**config.mk**
```make
export PLATFORM = sky130hd
export DESIGN_NAME = id_stage
export DESIGN_NICKNAME = d
export VERILOG_FILES = /design/src/logic/rv_decode_pkg.sv /design/src/logic/id_latch.sv /design/src/logic/idu.sv /design/src/logic/gpr_file.sv /design/src/logic/bypass_unit.sv /design/src/logic/bru.sv /design/src/logic/id_stage.sv
export VERILOG_INCLUDE_DIRS = /design/src /design/src/include
export SDC_FILE = /design/constraint.sdc
export NUM_CORES = 2
export LEC_CHECK = 0
export BUFFER_PORTS_ARGS = -buffer_cell sky130_fd_sc_hd__buf_2
export CORE_MARGIN = 4
export CORE_UTILIZATION = 45
export CTS_BUF_LIST = sky130_fd_sc_hd__clkbuf_4
export CTS_CLUSTER_SIZE = 24
export DETAILED_ROUTE_END_ITERATION = 10
export GPL_TIMING_DRIVEN = 0
export PLACE_DENSITY_LB_ADDON = 0.05
export SETUP_SLACK_MARGIN = 0.2
export SLEW_MARGIN = 30
export SYNTH_ARGS = -nofsm -noshare
export SYNTH_HDL_FRONTEND = slang
export SYNTH_SLANG_ARGS = --single-unit
```
**constraint.sdc**
```tcl
create_clock -name i_clk -period 17.9 [get_ports i_clk]
set_input_delay 2.685 -clock i_clk [delete_from_list [all_inputs] [get_ports i_clk]]
set_output_delay 2.685 -clock i_clk [all_outputs]
set_load 0.02 [all_outputs]
```
**src/include/rv_params.svh**
```systemverilog
// rv64i decode constants
`ifndef RV_PARAMS_SVH
`define RV_PARAMS_SVH

// widths
`define XLEN        64
`define INST_WD     32
`define GPR_ADDR_WD 5

// major opcodes
`define OPC_OP_IMM  7'b0010011
`define OPC_OP      7'b0110011
`define OPC_LOAD    7'b0000011
`define OPC_STORE   7'b0100011
`define OPC_BRANCH  7'b1100011
`define OPC_JAL     7'b1101111
`define OPC_JALR    7'b1100111

// funct3
`define F3_ADD      3'b000
`define F3_BEQ      3'b000
`define F3_BNE      3'b001
`define F3_BLT      3'b100
`define F3_BGE      3'b101
`define F3_LD       3'b011
`define F3_SD       3'b011
`define F3_JALR     3'b000

// funct7, add vs sub
`define F7_ADD      7'b0000000
`define F7_SUB      7'b0100000

`endif

```
**src/logic/rv_decode_pkg.sv**
```systemverilog
// decode stage types
`include "rv_params.svh"

package rv_decode_pkg;

  typedef logic [`XLEN-1:0]        xlen_t;
  typedef logic [`INST_WD-1:0]     inst_t;
  typedef logic [`GPR_ADDR_WD-1:0] gpr_addr_t;

  typedef enum logic [4:0] {
    alu_add    = 5'd0,
    alu_sub    = 5'd1,
    alu_pass_b = 5'd2  // no arithmetic, operand b passes through
  } alu_op_e;

  typedef enum logic {
    src1_rs1 = 1'b0,
    src1_pc  = 1'b1
  } src1_sel_e;

  typedef enum logic [1:0] {
    src2_rs2  = 2'd0,
    src2_imm  = 2'd1,
    src2_four = 2'd2   // link address pc + 4
  } src2_sel_e;

  // same encoding as funct3 of loads and stores
  typedef enum logic [2:0] {
    mem_b  = 3'b000,
    mem_h  = 3'b001,
    mem_w  = 3'b010,
    mem_d  = 3'b011,
    mem_bu = 3'b100,
    mem_hu = 3'b101,
    mem_wu = 3'b110
  } mem_op_e;

  typedef enum logic [2:0] {
    br_none = 3'd0,
    br_eq   = 3'd1,
    br_ne   = 3'd2,
    br_lt   = 3'd3,
    br_ge   = 3'd4,
    br_jump = 3'd5,  // jal, pc relative
    br_jalr = 3'd6   // jalr, rs1 relative
  } br_func_e;

endpackage

```
**src/logic/id_latch.sv**
```systemverilog
// decode stage latch
`timescale 1ns/10ps

module id_latch (
  input  logic                  i_clk,
  input  logic                  i_rst_n,
  input  logic                  i_fs_to_ds_valid,
  input  rv_decode_pkg::inst_t  i_fs_inst,
  input  rv_decode_pkg::xlen_t  i_fs_pc,
  input  logic                  i_es_allowin,
  input  logic                  i_load_stall,
  output logic                  o_ds_valid,
  output rv_decode_pkg::inst_t  o_inst,
  output rv_decode_pkg::xlen_t  o_pc,
  output logic                  o_ds_allowin,
  output logic                  o_ds_to_es_valid
);

  logic ds_ready_go;

  assign ds_ready_go      = ~i_load_stall;  // only a load-use hazard holds us
  assign o_ds_allowin     = ~o_ds_valid | (ds_ready_go & i_es_allowin);
  assign o_ds_to_es_valid = o_ds_valid & ds_ready_go;

  always_ff @(posedge i_clk) begin
    if (!i_rst_n) begin
      o_ds_valid <= 1'b0;
    end else if (o_ds_allowin) begin
      o_ds_valid <= i_fs_to_ds_valid;  // empties when fetch has nothing
    end
  end

  // payload loads only on a real transfer
  always_ff @(posedge i_clk) begin
    if (i_fs_to_ds_valid && o_ds_allowin) begin
      o_inst <= i_fs_inst;
      o_pc   <= i_fs_pc;
    end
  end

  // an offered but refused instruction stays put for the next cycle
  a_hold_on_backpressure: assert property (
    @(posedge i_clk) disable iff (!i_rst_n)
    (o_ds_to_es_valid && !i_es_allowin) |=>
      (o_ds_valid && $stable(o_inst) && $stable(o_pc))
  ) else $error("decode latch lost a refused instruction");

endmodule

```
**src/logic/idu.sv**
```systemverilog
// rv64i subset decoder
`timescale 1ns/10ps
`include "rv_params.svh"

module idu (
  input  rv_decode_pkg::inst_t       i_inst,
  output rv_decode_pkg::gpr_addr_t   o_rs1,
  output rv_decode_pkg::gpr_addr_t   o_rs2,
  output rv_decode_pkg::gpr_addr_t   o_rd,
  output logic                       o_rs1_used,
  output logic                       o_rs2_used,
  output rv_decode_pkg::xlen_t       o_imm,
  output rv_decode_pkg::alu_op_e     o_alu_op,
  output rv_decode_pkg::src1_sel_e   o_src1_sel,
  output rv_decode_pkg::src2_sel_e   o_src2_sel,
  output logic                       o_gpr_wen,
  output logic                       o_mem_ren,
  output logic                       o_mem_wen,
  output rv_decode_pkg::mem_op_e     o_mem_op,
  output logic                       o_load_sel,
  output rv_decode_pkg::br_func_e    o_br_func,
  output logic                       o_invalid_inst
);

  logic [6:0]            opcode;
  logic [2:0]            funct3;
  logic [6:0]            funct7;
  rv_decode_pkg::xlen_t  imm_i;
  rv_decode_pkg::xlen_t  imm_s;
  rv_decode_pkg::xlen_t  imm_b;
  rv_decode_pkg::xlen_t  imm_j;
  logic                  gpr_wen;
  logic                  mem_ren;
  logic                  mem_wen;
  logic                  load_sel;
  logic                  bad;
  rv_decode_pkg::br_func_e br_func;

  assign opcode = i_inst[6:0];
  assign funct3 = i_inst[14:12];
  assign funct7 = i_inst[31:25];
  assign o_rs1  = i_inst[19:15];
  assign o_rs2  = i_inst[24:20];

  assign imm_i = {{(`XLEN-12){i_inst[31]}}, i_inst[31:20]};
  assign imm_s = {{(`XLEN-12){i_inst[31]}}, i_inst[31:25], i_inst[11:7]};
  assign imm_b = {{(`XLEN-13){i_inst[31]}}, i_inst[31], i_inst[7], i_inst[30:25],
                  i_inst[11:8], 1'b0};
  assign imm_j = {{(`XLEN-21){i_inst[31]}}, i_inst[31], i_inst[19:12], i_inst[20],
                  i_inst[30:21], 1'b0};

  always_comb begin
    o_rs1_used = 1'b0;
    o_rs2_used = 1'b0;
    o_imm      = '0;
    o_alu_op   = rv_decode_pkg::alu_pass_b;  // branches leave the alu idle
    o_src1_sel = rv_decode_pkg::src1_rs1;
    o_src2_sel = rv_decode_pkg::src2_rs2;
    o_mem_op   = rv_decode_pkg::mem_b;
    gpr_wen    = 1'b0;
    mem_ren    = 1'b0;
    mem_wen    = 1'b0;
    load_sel   = 1'b0;
    br_func    = rv_decode_pkg::br_none;
    bad        = 1'b0;
    case (opcode)
      `OPC_OP_IMM: begin  // addi
        bad        = (funct3 != `F3_ADD);
        o_rs1_used = 1'b1;
        o_imm      = imm_i;
        o_src2_sel = rv_decode_pkg::src2_imm;
        o_alu_op   = rv_decode_pkg::alu_add;
        gpr_wen    = 1'b1;
      end
      `OPC_OP: begin
        bad        = (funct3 != `F3_ADD) || ((funct7 != `F7_ADD) && (funct7 != `F7_SUB));
        o_rs1_used = 1'b1;
        o_rs2_used = 1'b1;
        o_alu_op   = (funct7 == `F7_SUB) ? rv_decode_pkg::alu_sub : rv_decode_pkg::alu_add;
        gpr_wen    = 1'b1;
      end
      `OPC_LOAD: begin  // ld only
        bad        = (funct3 != `F3_LD);
        o_rs1_used = 1'b1;
        o_imm      = imm_i;
        o_src2_sel = rv_decode_pkg::src2_imm;
        o_alu_op   = rv_decode_pkg::alu_add;
        o_mem_op   = rv_decode_pkg::mem_op_e'(funct3);
        gpr_wen    = 1'b1;
        mem_ren    = 1'b1;
        load_sel   = 1'b1;
      end
      `OPC_STORE: begin  // sd only
        bad        = (funct3 != `F3_SD);
        o_rs1_used = 1'b1;
        o_rs2_used = 1'b1;
        o_imm      = imm_s;
        o_src2_sel = rv_decode_pkg::src2_imm;
        o_alu_op   = rv_decode_pkg::alu_add;
        o_mem_op   = rv_decode_pkg::mem_op_e'(funct3);
        mem_wen    = 1'b1;
      end
      `OPC_BRANCH: begin
        o_rs1_used = 1'b1;
        o_rs2_used = 1'b1;
        o_imm      = imm_b;
        case (funct3)
          `F3_BEQ: br_func = rv_decode_pkg::br_eq;
          `F3_BNE: br_func = rv_decode_pkg::br_ne;
          `F3_BLT: br_func = rv_decode_pkg::br_lt;
          `F3_BGE: br_func = rv_decode_pkg::br_ge;
          default: bad = 1'b1;
        endcase
      end
      `OPC_JAL, `OPC_JALR: begin  // both link pc + 4
        bad        = (opcode == `OPC_JALR) && (funct3 != `F3_JALR);
        o_rs1_used = (opcode == `OPC_JALR);
        o_imm      = (opcode == `OPC_JALR) ? imm_i : imm_j;
        o_src1_sel = rv_decode_pkg::src1_pc;
        o_src2_sel = rv_decode_pkg::src2_four;
        o_alu_op   = rv_decode_pkg::alu_add;
        gpr_wen    = 1'b1;
        br_func    = (opcode == `OPC_JALR) ? rv_decode_pkg::br_jalr : rv_decode_pkg::br_jump;
      end
      default: bad = 1'b1;
    endcase
  end

  // an invalid instruction must not write anything or redirect fetch
  assign o_invalid_inst = bad;
  assign o_gpr_wen      = gpr_wen & ~bad;
  assign o_mem_ren      = mem_ren & ~bad;
  assign o_mem_wen      = mem_wen & ~bad;
  assign o_load_sel     = load_sel & ~bad;
  assign o_br_func      = bad ? rv_decode_pkg::br_none : br_func;
  assign o_rd           = o_gpr_wen ? i_inst[11:7] : '0;  // rd 0 when nothing is written

endmodule

```
**src/logic/gpr_file.sv**
```systemverilog
// general register file
`timescale 1ns/10ps

module gpr_file (
  input  logic                       i_clk,
  // read ports
  input  rv_decode_pkg::gpr_addr_t   i_raddr1,
  output rv_decode_pkg::xlen_t       o_rdata1,
  input  rv_decode_pkg::gpr_addr_t   i_raddr2,
  output rv_decode_pkg::xlen_t       o_rdata2,
  // write back port
  input  logic                       i_wen,
  input  rv_decode_pkg::gpr_addr_t   i_waddr,
  input  rv_decode_pkg::xlen_t       i_wdata
);

  localparam int NUM_REGS = 1 << $bits(rv_decode_pkg::gpr_addr_t);

  rv_decode_pkg::xlen_t regs [NUM_REGS];

  always_ff @(posedge i_clk) begin
    if (i_wen && (i_waddr != '0)) begin
      regs[i_waddr] <= i_wdata;
    end
  end

  // x0 hardwired to zero
  // same-cycle writes reach decode through the ws bypass
  assign o_rdata1 = (i_raddr1 == '0) ? '0 : regs[i_raddr1];
  assign o_rdata2 = (i_raddr2 == '0) ? '0 : regs[i_raddr2];

endmodule

```
**src/logic/bypass_unit.sv**
```systemverilog
// operand forwarding and load-use detect
`timescale 1ns/10ps

module bypass_unit (
  input  logic                       i_clk,
  input  logic                       i_rst_n,
  input  logic                       i_ds_valid,
  input  rv_decode_pkg::gpr_addr_t   i_rs1,
  input  rv_decode_pkg::gpr_addr_t   i_rs2,
  input  logic                       i_rs1_used,
  input  logic                       i_rs2_used,
  input  rv_decode_pkg::xlen_t       i_rf_data1,
  input  rv_decode_pkg::xlen_t       i_rf_data2,
  input  rv_decode_pkg::gpr_addr_t   i_es_rd,
  input  rv_decode_pkg::xlen_t       i_es_result,
  input  rv_decode_pkg::gpr_addr_t   i_ms_rd,
  input  rv_decode_pkg::xlen_t       i_ms_result,
  input  rv_decode_pkg::gpr_addr_t   i_ws_rd,
  input  rv_decode_pkg::xlen_t       i_ws_result,
  input  logic                       i_es_load_sel,
  output rv_decode_pkg::xlen_t       o_rs1_data,
  output rv_decode_pkg::xlen_t       o_rs2_data,
  output logic                       o_load_stall
);

  // youngest producer wins and rd 0 never forwards
  function automatic rv_decode_pkg::xlen_t fwd(
    input rv_decode_pkg::gpr_addr_t rs,
    input rv_decode_pkg::xlen_t     rf_data,
    input rv_decode_pkg::gpr_addr_t es_rd,
    input rv_decode_pkg::xlen_t     es_result,
    input rv_decode_pkg::gpr_addr_t ms_rd,
    input rv_decode_pkg::xlen_t     ms_result,
    input rv_decode_pkg::gpr_addr_t ws_rd,
    input rv_decode_pkg::xlen_t     ws_result
  );
    if ((es_rd != '0) && (rs == es_rd)) return es_result;
    if ((ms_rd != '0) && (rs == ms_rd)) return ms_result;
    if ((ws_rd != '0) && (rs == ws_rd)) return ws_result;
    return rf_data;
  endfunction

  logic rs1_hit_es;
  logic rs2_hit_es;

  assign o_rs1_data = fwd(i_rs1, i_rf_data1, i_es_rd, i_es_result, i_ms_rd, i_ms_result,
                          i_ws_rd, i_ws_result);
  assign o_rs2_data = fwd(i_rs2, i_rf_data2, i_es_rd, i_es_result, i_ms_rd, i_ms_result,
                          i_ws_rd, i_ws_result);

  assign rs1_hit_es = i_rs1_used && (i_rs1 == i_es_rd);
  assign rs2_hit_es = i_rs2_used && (i_rs2 == i_es_rd);

  // load data only exists once it reaches mem
  assign o_load_stall = i_ds_valid && i_es_load_sel && (i_es_rd != '0) &&
                        (rs1_hit_es || rs2_hit_es);

  // the latch must keep the stalled instruction for the following cycle
  a_stall_holds_inst: assert property (
    @(posedge i_clk) disable iff (!i_rst_n)
    o_load_stall |-> i_es_load_sel ##1 (i_ds_valid && $stable(i_rs1) && $stable(i_rs2))
  ) else $error("load-use stall without a held instruction");

endmodule

```
**src/logic/bru.sv**
```systemverilog
// branch resolve unit
`timescale 1ns/10ps

module bru (
  input  logic                       i_ds_valid,
  input  rv_decode_pkg::br_func_e    i_br_func,
  input  rv_decode_pkg::xlen_t       i_rs1_data,
  input  rv_decode_pkg::xlen_t       i_rs2_data,
  input  rv_decode_pkg::xlen_t       i_pc,
  input  rv_decode_pkg::xlen_t       i_imm,
  input  logic                       i_load_stall,
  output logic                       o_br_taken,
  output rv_decode_pkg::xlen_t       o_br_target,
  output logic                       o_br_stall
);

  logic                  cond;
  rv_decode_pkg::xlen_t  jalr_sum;

  always_comb begin
    case (i_br_func)
      rv_decode_pkg::br_eq:   cond = (i_rs1_data == i_rs2_data);
      rv_decode_pkg::br_ne:   cond = (i_rs1_data != i_rs2_data);
      rv_decode_pkg::br_lt:   cond = ($signed(i_rs1_data) <  $signed(i_rs2_data));
      rv_decode_pkg::br_ge:   cond = ($signed(i_rs1_data) >= $signed(i_rs2_data));
      rv_decode_pkg::br_jump,
      rv_decode_pkg::br_jalr: cond = 1'b1;
      default:                cond = 1'b0;
    endcase
  end

  assign jalr_sum = i_rs1_data + i_imm;

  assign o_br_target = (i_br_func == rv_decode_pkg::br_jalr) ?
                       {jalr_sum[$bits(jalr_sum)-1:1], 1'b0} :  // lsb cleared
                       i_pc + i_imm;

  assign o_br_taken = i_ds_valid & cond;
  assign o_br_stall = i_load_stall & o_br_taken;  // fetch waits for stale operand

endmodule

```
**src/logic/id_stage.sv**
```systemverilog
// decode stage top
`timescale 1ns/10ps

module id_stage (
  input  logic                       i_clk,
  input  logic                       i_rst_n,
  // from fetch
  input  logic                       i_fs_to_ds_valid,
  input  rv_decode_pkg::inst_t       i_fs_inst,
  input  rv_decode_pkg::xlen_t       i_fs_pc,
  output logic                       o_ds_allowin,
  // to execute
  input  logic                       i_es_allowin,
  output logic                       o_ds_to_es_valid,
  output rv_decode_pkg::xlen_t       o_rs1_data,
  output rv_decode_pkg::xlen_t       o_rs2_data,
  output rv_decode_pkg::xlen_t       o_imm,
  output rv_decode_pkg::xlen_t       o_pc,
  output rv_decode_pkg::gpr_addr_t   o_rd,
  output rv_decode_pkg::alu_op_e     o_alu_op,
  output rv_decode_pkg::src1_sel_e   o_src1_sel,
  output rv_decode_pkg::src2_sel_e   o_src2_sel,
  output logic                       o_gpr_wen,
  output logic                       o_mem_ren,
  output logic                       o_mem_wen,
  output rv_decode_pkg::mem_op_e     o_mem_op,
  output logic                       o_load_sel,
  output logic                       o_invalid_inst,
  // write back port
  input  logic                       i_rf_wen,
  input  rv_decode_pkg::gpr_addr_t   i_rf_waddr,
  input  rv_decode_pkg::xlen_t       i_rf_wdata,
  // bypass from later stages
  input  rv_decode_pkg::gpr_addr_t   i_es_rd,
  input  rv_decode_pkg::xlen_t       i_es_result,
  input  rv_decode_pkg::gpr_addr_t   i_ms_rd,
  input  rv_decode_pkg::xlen_t       i_ms_result,
  input  rv_decode_pkg::gpr_addr_t   i_ws_rd,
  input  rv_decode_pkg::xlen_t       i_ws_result,
  input  logic                       i_es_load_sel,
  // to fetch
  output logic                       o_br_taken,
  output logic                       o_br_stall,
  output rv_decode_pkg::xlen_t       o_br_target
);

  logic                      ds_valid;
  logic                      load_stall;
  rv_decode_pkg::inst_t      ds_inst;
  rv_decode_pkg::gpr_addr_t  rs1;
  rv_decode_pkg::gpr_addr_t  rs2;
  logic                      rs1_used;
  logic                      rs2_used;
  rv_decode_pkg::xlen_t      rf_rdata1;
  rv_decode_pkg::xlen_t      rf_rdata2;
  rv_decode_pkg::br_func_e   br_func;

  id_latch u_id_latch (
    .i_clk            (i_clk),
    .i_rst_n          (i_rst_n),
    .i_fs_to_ds_valid (i_fs_to_ds_valid),
    .i_fs_inst        (i_fs_inst),
    .i_fs_pc          (i_fs_pc),
    .i_es_allowin     (i_es_allowin),
    .i_load_stall     (load_stall),
    .o_ds_valid       (ds_valid),
    .o_inst           (ds_inst),
    .o_pc             (o_pc),
    .o_ds_allowin     (o_ds_allowin),
    .o_ds_to_es_valid (o_ds_to_es_valid)
  );

  idu u_idu (
    .i_inst         (ds_inst),
    .o_rs1          (rs1),
    .o_rs2          (rs2),
    .o_rd           (o_rd),
    .o_rs1_used     (rs1_used),
    .o_rs2_used     (rs2_used),
    .o_imm          (o_imm),
    .o_alu_op       (o_alu_op),
    .o_src1_sel     (o_src1_sel),
    .o_src2_sel     (o_src2_sel),
    .o_gpr_wen      (o_gpr_wen),
    .o_mem_ren      (o_mem_ren),
    .o_mem_wen      (o_mem_wen),
    .o_mem_op       (o_mem_op),
    .o_load_sel     (o_load_sel),
    .o_br_func      (br_func),
    .o_invalid_inst (o_invalid_inst)
  );

  gpr_file u_gpr_file (
    .i_clk    (i_clk),
    .i_raddr1 (rs1),
    .o_rdata1 (rf_rdata1),
    .i_raddr2 (rs2),
    .o_rdata2 (rf_rdata2),
    .i_wen    (i_rf_wen),
    .i_waddr  (i_rf_waddr),
    .i_wdata  (i_rf_wdata)
  );

  bypass_unit u_bypass_unit (
    .i_clk         (i_clk),
    .i_rst_n       (i_rst_n),
    .i_ds_valid    (ds_valid),
    .i_rs1         (rs1),
    .i_rs2         (rs2),
    .i_rs1_used    (rs1_used),
    .i_rs2_used    (rs2_used),
    .i_rf_data1    (rf_rdata1),
    .i_rf_data2    (rf_rdata2),
    .i_es_rd       (i_es_rd),
    .i_es_result   (i_es_result),
    .i_ms_rd       (i_ms_rd),
    .i_ms_result   (i_ms_result),
    .i_ws_rd       (i_ws_rd),
    .i_ws_result   (i_ws_result),
    .i_es_load_sel (i_es_load_sel),
    .o_rs1_data    (o_rs1_data),
    .o_rs2_data    (o_rs2_data),
    .o_load_stall  (load_stall)
  );

  bru u_bru (
    .i_ds_valid   (ds_valid),
    .i_br_func    (br_func),
    .i_rs1_data   (o_rs1_data),
    .i_rs2_data   (o_rs2_data),
    .i_pc         (o_pc),
    .i_imm        (o_imm),
    .i_load_stall (load_stall),
    .o_br_taken   (o_br_taken),
    .o_br_target  (o_br_target),
    .o_br_stall   (o_br_stall)
  );

endmodule

```
Yosys cells after proc, flatten, opt, wreduce, memory -nomap -nowiden
Memory sizes are Yosys's and may differ from the RTL's. A register that Yosys moved wholly into a read port is not among the register bits.
Cells that the tools add are included.
{"block": "word_totals", "out_inout_bits": 345, "ram_bits": 2048, "reg_bits": 97, "mem_count": 1, "word_cells": 133}
{"block": "op_classes", "addsub": 2, "magnitude_cmp": 2, "reduce_logical": 36, "bitwise_logic": 11, "n_eq_ne": 27, "mux": 51}
{"memory": "u_gpr_file.regs", "depth": 32, "width": 64, "read_ports": 2, "rd_ports_with_merged_regs": 2, "wr": 1, "line_no": "gpr_file.sv:19", "source": "rv_decode_pkg::xlen_t regs [NUM_REGS];"}
{"operator": "$mux 64", "n": 15}
{"operator": "$pmux 64 s4", "n": 1}
{"operator": "$add 64x64->64", "n": 2}
{"operator": "$eq 64x64->1", "n": 1}
{"operator": "$ge 64x64->1", "n": 1}
{"operator": "$lt 64x64->1", "n": 1}
{"operator": "$ne 64x64->1", "n": 1}
{"operator": "$eq 5x5->1", "n": 6}
{"operator": "$eq 7x6->1 const B", "n": 3}
{"operator": "$eq 7x7->1 const B", "n": 3}
{"operator": "$mux 1", "n": 21}
{"operator": "$mux 20", "n": 1}
{"operator": "$reduce_bool 5->1", "n": 4}
{"operator": "$eq 3x3->1 const B", "n": 5}
{"operator": "$logic_and 1x1->1", "n": 15}
{"operator": "$mux 5", "n": 3}
{"operator": "$reduce_or 5->1", "n": 3}
{"operator": "$pmux 3 s4", "n": 1}
{"operator": "$logic_not 5->1", "n": 2}
{"operator": "$pmux 1 s5", "n": 2}
{"operator": "$pmux 5 s2", "n": 1}
{"operator": "$reduce_or 2->1", "n": 4}
{"operator": "$and 1x1->1", "n": 7}
{"operator": "$eq 7x2->1 const B", "n": 1}
{"operator": "18 further kinds", "n": 25}

Longest topological paths before layout
{"block": "logic_depth", "ltp_word": 13, "mapped_depth": 24, "mapped_depth_nobuf": 20}

By module
Synthesis repeated with hierarchy kept, for this count alone.
{"block": "unflattened", "hier_cells": 7154, "hier_area_um2": 112781.9}
{"mod": "gpr_file", "area_per_inst_um2": 93922.6, "cells_per_inst": 4565, "instances": 1}
{"mod": "bru", "area_per_inst_um2": 9749.4, "cells_per_inst": 1457, "instances": 1}
{"mod": "bypass_unit", "area_per_inst_um2": 4878.4, "cells_per_inst": 854, "instances": 1}
{"mod": "id_latch", "area_per_inst_um2": 2951.6, "cells_per_inst": 104, "instances": 1}
{"mod": "idu", "area_per_inst_um2": 1280.0, "cells_per_inst": 174, "instances": 1}

Worst setup path after synthesis
Ideal clock, no wire load.
{"block": "synth_path", "kind": "input-to-output", "start": "in i_ms_rd[0]", "end": "out o_br_target[58]", "cell_stages": 21, "t_required_ns": 15.215, "setup_slack_ns": 7.569, "arrival_ns": 7.646, "cell_sequence": "or4_1 -> nor2_1 -> or3_1 -> buf_2 -> clkbuf_1 -> clkbuf_1 -> o21ai_0 -> o21ai_0 -> ha_1 -> clkbuf_1 -> a21o_1 -> a31oi_1 -> nand3_1 -> a211oi_1 -> o311ai_1 -> a31o_2 -> a31oi_1 -> o21a_1 -> o21bai_1 -> xnor2_1 -> o21ai_0"}
{"block": "synth_via", "elab_chain_len": 9, "word_cells_on_any_way": 12}
{"element": "from (decl)", "line_no": "id_stage.sv:36", "source": "input rv_decode_pkg::gpr_addr_t i_ms_rd,"}
{"element": "$eq 5x5->1 / $reduce_bool 5->1 (equally long branches)", "line_no": "bypass_unit.sv:38", "source": "if ((ms_rd != '0) && (rs == ms_rd)) return ms_result;"}
{"element": "$logic_and 1x1->1 (*)", "line_no": "bypass_unit.sv:38"}
{"element": "$mux 64", "line_no": "bypass_unit.sv:38"}
{"element": "$mux 64", "line_no": "bypass_unit.sv:39", "source": "if ((ws_rd != '0) && (rs == ws_rd)) return ws_result;"}
{"element": "$mux 64", "line_no": "bypass_unit.sv:40", "source": "return rf_data;"}
{"element": "$mux 64 (*)", "line_no": "bypass_unit.sv:39"}
{"element": "$mux 64 (*)", "line_no": "bypass_unit.sv:38"}
{"element": "via o_rs1_data[37]", "line_no": "id_stage.sv:15", "source": "output rv_decode_pkg::xlen_t o_rs1_data,"}
{"element": "$add 64x64->64 (*)", "line_no": "bru.sv:32", "source": "assign jalr_sum = i_rs1_data + i_imm;"}
{"element": "$mux 64 (*)", "line_no": "bru.sv:34", "source": "assign o_br_target = (i_br_func == rv_decode_pkg::br_jalr) ?"}
{"element": "to (decl)", "line_no": "id_stage.sv:44", "source": "output rv_decode_pkg::xlen_t o_br_target"}
The timed path passes the listed nets; every way through them passes the cells marked *. The select of a mux whose other input is x is not followed.

==> flow_summary.json <==
{
  "synth_top_family_by_area": "multiplexers",
  "cts_post_setup_buffers_inserted": 0,
  "place_ws_ns": 4.955,
  "nets": 8483,
  "drc": 0,
  "die_area_sq_mm": 0.2542,
  "cp.arrival_ns": 11.26,
  "die_w_um": 504.2,
  "power_leakage_nw": 46.69,
  "finalCriticalPeriod_ns": 13.95,
  "io_buffers": 719,
  "critPathKind": "reg -> out",
  "regToRegEndpoint": "u_id_latch.o_pc[50]$_DFFE_PP_",
  "seq_area_frac_synth": 0.5832,
  "synth_edf_count": 2144,
  "whs_ns": 0.8635,
  "endpoint": "o_br_stall",
  "coreArea_sq_mm": 0.2441,
  "synth_seq_cells": 2155,
  "setup_viol": 0,
  "holdCritPathClass": "reg -> reg",
  "drv_slew": 0,
  "hpwl_um": 392000,
  "muxShareOfSynthArea": 0.2726,
  "wire_per_inst_um": 44.52,
  "synthAdderAreaFrac": 0.02171,
  "h-tree-depth": 6,
  "grt_pass1_wl_um": 681900,
  "viasPerCell": 6.783,
  "r2r_slack_ns": 13.93,
  "pwr_density_cell_mw_per_mm2": 99.91,
  "endpoint_kind": "output port",
  "cts_tree": "built",
  "critPathLaunchType": "flip-flop",
  "hold_viol_final": 0,
  "max_freq_mhz": 71.71,
  "fillCellCount": 19736,
  "clockBufferDepth": 4,
  "clock_skew_ns": 0.09571,
  "synth_cell_types": 89,
  "first_global_vias": 76980,
  "worst_slew_pin_slew_ns": 1.167,
  "met2WireLength_um": 237300,
  "grt_max_degree": 88,
  "insertion_delay_ns": 1.36,
  "rows": 181,
  "cts_root_buf": "clkbuf_4",
  "synth-xor-area-share": 0.01154,
  "routed_wl_um": 517000,
  "setup-tns-final_ns": 0,
  "synthSimpleGateAreaFrac": 0.03504,
  "timing.final.crit_share": 0.7791,
  "cts.clk_slew.worst_paths_ns": 0.06,
  "timing.slew.headroom": 0.2168,
  "async_reset_ff_frac": 0,
  "avgSynthCellArea_sq_um": 17.71,
  "antenna_found_initial": 184,
  "antenna_left": 0,
  "postLayoutCoreUtil": 0.5484,
  "maxCapViolCount": 0,
  "crit_required_ns": 15.21,
  "ios": 723,
  "initial_core_util": 0.4538,
  "cts_hold_buf": 0,
  "synth_area_sq_mm": 0.1108,
  "worst_r2r_path_depth": 12,
  "clock_sinks": 2155,
  "syn2layout_area_growth_pct": 20.85,
  "wl_met1_um": 179200,
  "final_common_cell": "edfxtp_1",
  "synthCells": 6256,
  "die_h_um": 504.2,
  "finalPower_mw": 13.37,
  "worstPathMaxFanout": 10,
  "gp_congestion": 1.003,
  "synth_compound_area_frac": 0.05305,
  "final_cell_mix": "2144 x edfxtp_1, 1276 x mux4_2, 873 x clkbuf_4",
  "drt_iter0_markers": 12309,
  "setup_ws_ns": 3.955,
  "yosys_warnings": 0,
  "cts_resized": 0,
  "final_layout_size_suffix_gt1_frac": 0.4438,
  "topRoutingLayerUsed": "met5",
  "regToRegStartpoint": "u_id_latch.o_inst[5]$_DFFE_PP_",
  "status": "finished clean",
  "via_count": 78767,
  "ir_drop_mv": 0.05769,
  "overflow": 0,
  "rsz0062_at_grt": "false",
  "numCtsBuffers": 599,
  "wl_met3_um": 64680,
  "synth_flop_cell": "edfxtp_1",
  "track_usage": 0.4007,
  "dr.pass1.iters": 5
}
-- report_power, final --
part | internal (mW) | switching, mW | total, mW
Clock | 2.34 | 2.21 | 4.55
Combinational | 1.12 | 2.02 | 3.14
Sequential | 5.64 | 0.0491 | 5.69
Total | 9.10 | 4.28 | 13.4
-- area by class of cell --
cell class,instances,area (sq um),share of cell area
multi-input cells,3580,44260,0.3306
inverters,102,390.4,0.002916
repair buffers,991,10620,0.07932
clock inverters,139,865.8,0.006468
well taps,3202,4006,0.02993
flip-flops and latches,2155,64600,0.4826
clock buffers,872,6546,0.04890
diodes,87,217.7,0.001626
plain buffers,485,2365,0.01766
-- synth_stat cells (41+ instances only) --
| cell | instances | area [sq um] |
|---|---|---|
| edfxtp_1 | 2144 | 64380 |
| mux4_2 | 1276 | 28740 |
| nand2_1 | 313 | 1175 |
| clkbuf_1 | 292 | 1096 |
| a21oi_1 | 250 | 1251 |
| o21ai_0 | 235 | 1176 |
| nor2_1 | 218 | 818.3 |
| ha_1 | 189 | 2365 |
| a21o_1 | 113 | 848.3 |
| buf_2 | 113 | 565.5 |
| inv_1 | 101 | 379.1 |
| nor3_1 | 88 | 440.4 |
| xnor2_1 | 88 | 770.7 |
| mux2i_1 | 72 | 720.7 |
| o211ai_1 | 71 | 533.0 |
| mux2_2 | 66 | 743.2 |
| a221oi_1 | 65 | 569.3 |
| xor2_1 | 58 | 508.0 |
| buf_4 | 47 | 352.8 |
| nand4_1 | 45 | 281.5 |
| nand3_1 | 41 | 205.2 |
-- flip-flops by register name, indices dropped and copies added (netlist names), named ones only --
name	cells
u_gpr_file.regs	2048
u_id_latch.o_pc	64
u_id_latch.o_ds_valid	1
u_id_latch.o_inst	32
-- layer usage --
layer	track usage	vias up
met4	0.2340	82
met2	0.6159	5894
met5	0	-
met3	0.1275	1291
met1	0.5017	41255
li1	-	30245
-- stage by stage --
stage,cells,cell area [sq um]
global route,11540,133700
floorplan,6322,111000
detailed placement,10515,126200
finish,11613,133900
CTS,11526,133600
global placement,10243,118600
-- cell families after synthesis --
kind of cell	after synthesis
DFF	2155
other	1
AOI/OAI and AO/OA	918
and+or+nand+nor	844
adders and majority gates	191
xor gates and xnor gates	146
buffers and inverters	587
muxes	1414
-- critical path: stages (launching register included) --
cell and delay [ns]:
dfxtp_1 0.33, buf_6 0.24, buf_2 0.53, buf_2 0.31
clkbuf_1 0.78, buf_2 0.81, mux4_2 0.60, mux4_2 0.50
mux2i_2 0.74, o211ai_1 0.20, o21ai_0 0.15, o21ai_1 0.36
ha_1 0.46, a21o_1 0.18, a21o_1 0.18, a21o_1 0.17
a21oi_1 0.14, nor2_1 0.06, a211oi_1 0.87, o31ai_1 0.21
nor2_2 0.73, o221ai_2 0.23, buf_8 0.22, o41a_1 0.49
a21oi_1 0.16, buf_2 0.19
-- worst min-delay path by stage --
stage	slack, ns	start	depth (start not counted)	endpoint
after global routing	0.90	u_id_latch.o_inst[16]$_DFFE_PP_	3	flip-flop
after global placement	0.86	u_id_latch.o_inst[23]$_DFFE_PP_	3	flip-flop
final	0.86	u_id_latch.o_inst[16]$_DFFE_PP_	3	flip-flop
after detailed placement	0.86	u_id_latch.o_inst[22]$_DFFE_PP_	3	flip-flop
after CTS	0.83	u_id_latch.o_inst[16]$_DFFE_PP_	3	flip-flop
after floorplan	0.67	u_id_latch.o_inst[23]$_DFFE_PP_	3	flip-flop
Note: power is estimated with default switching activity, not from simulation.
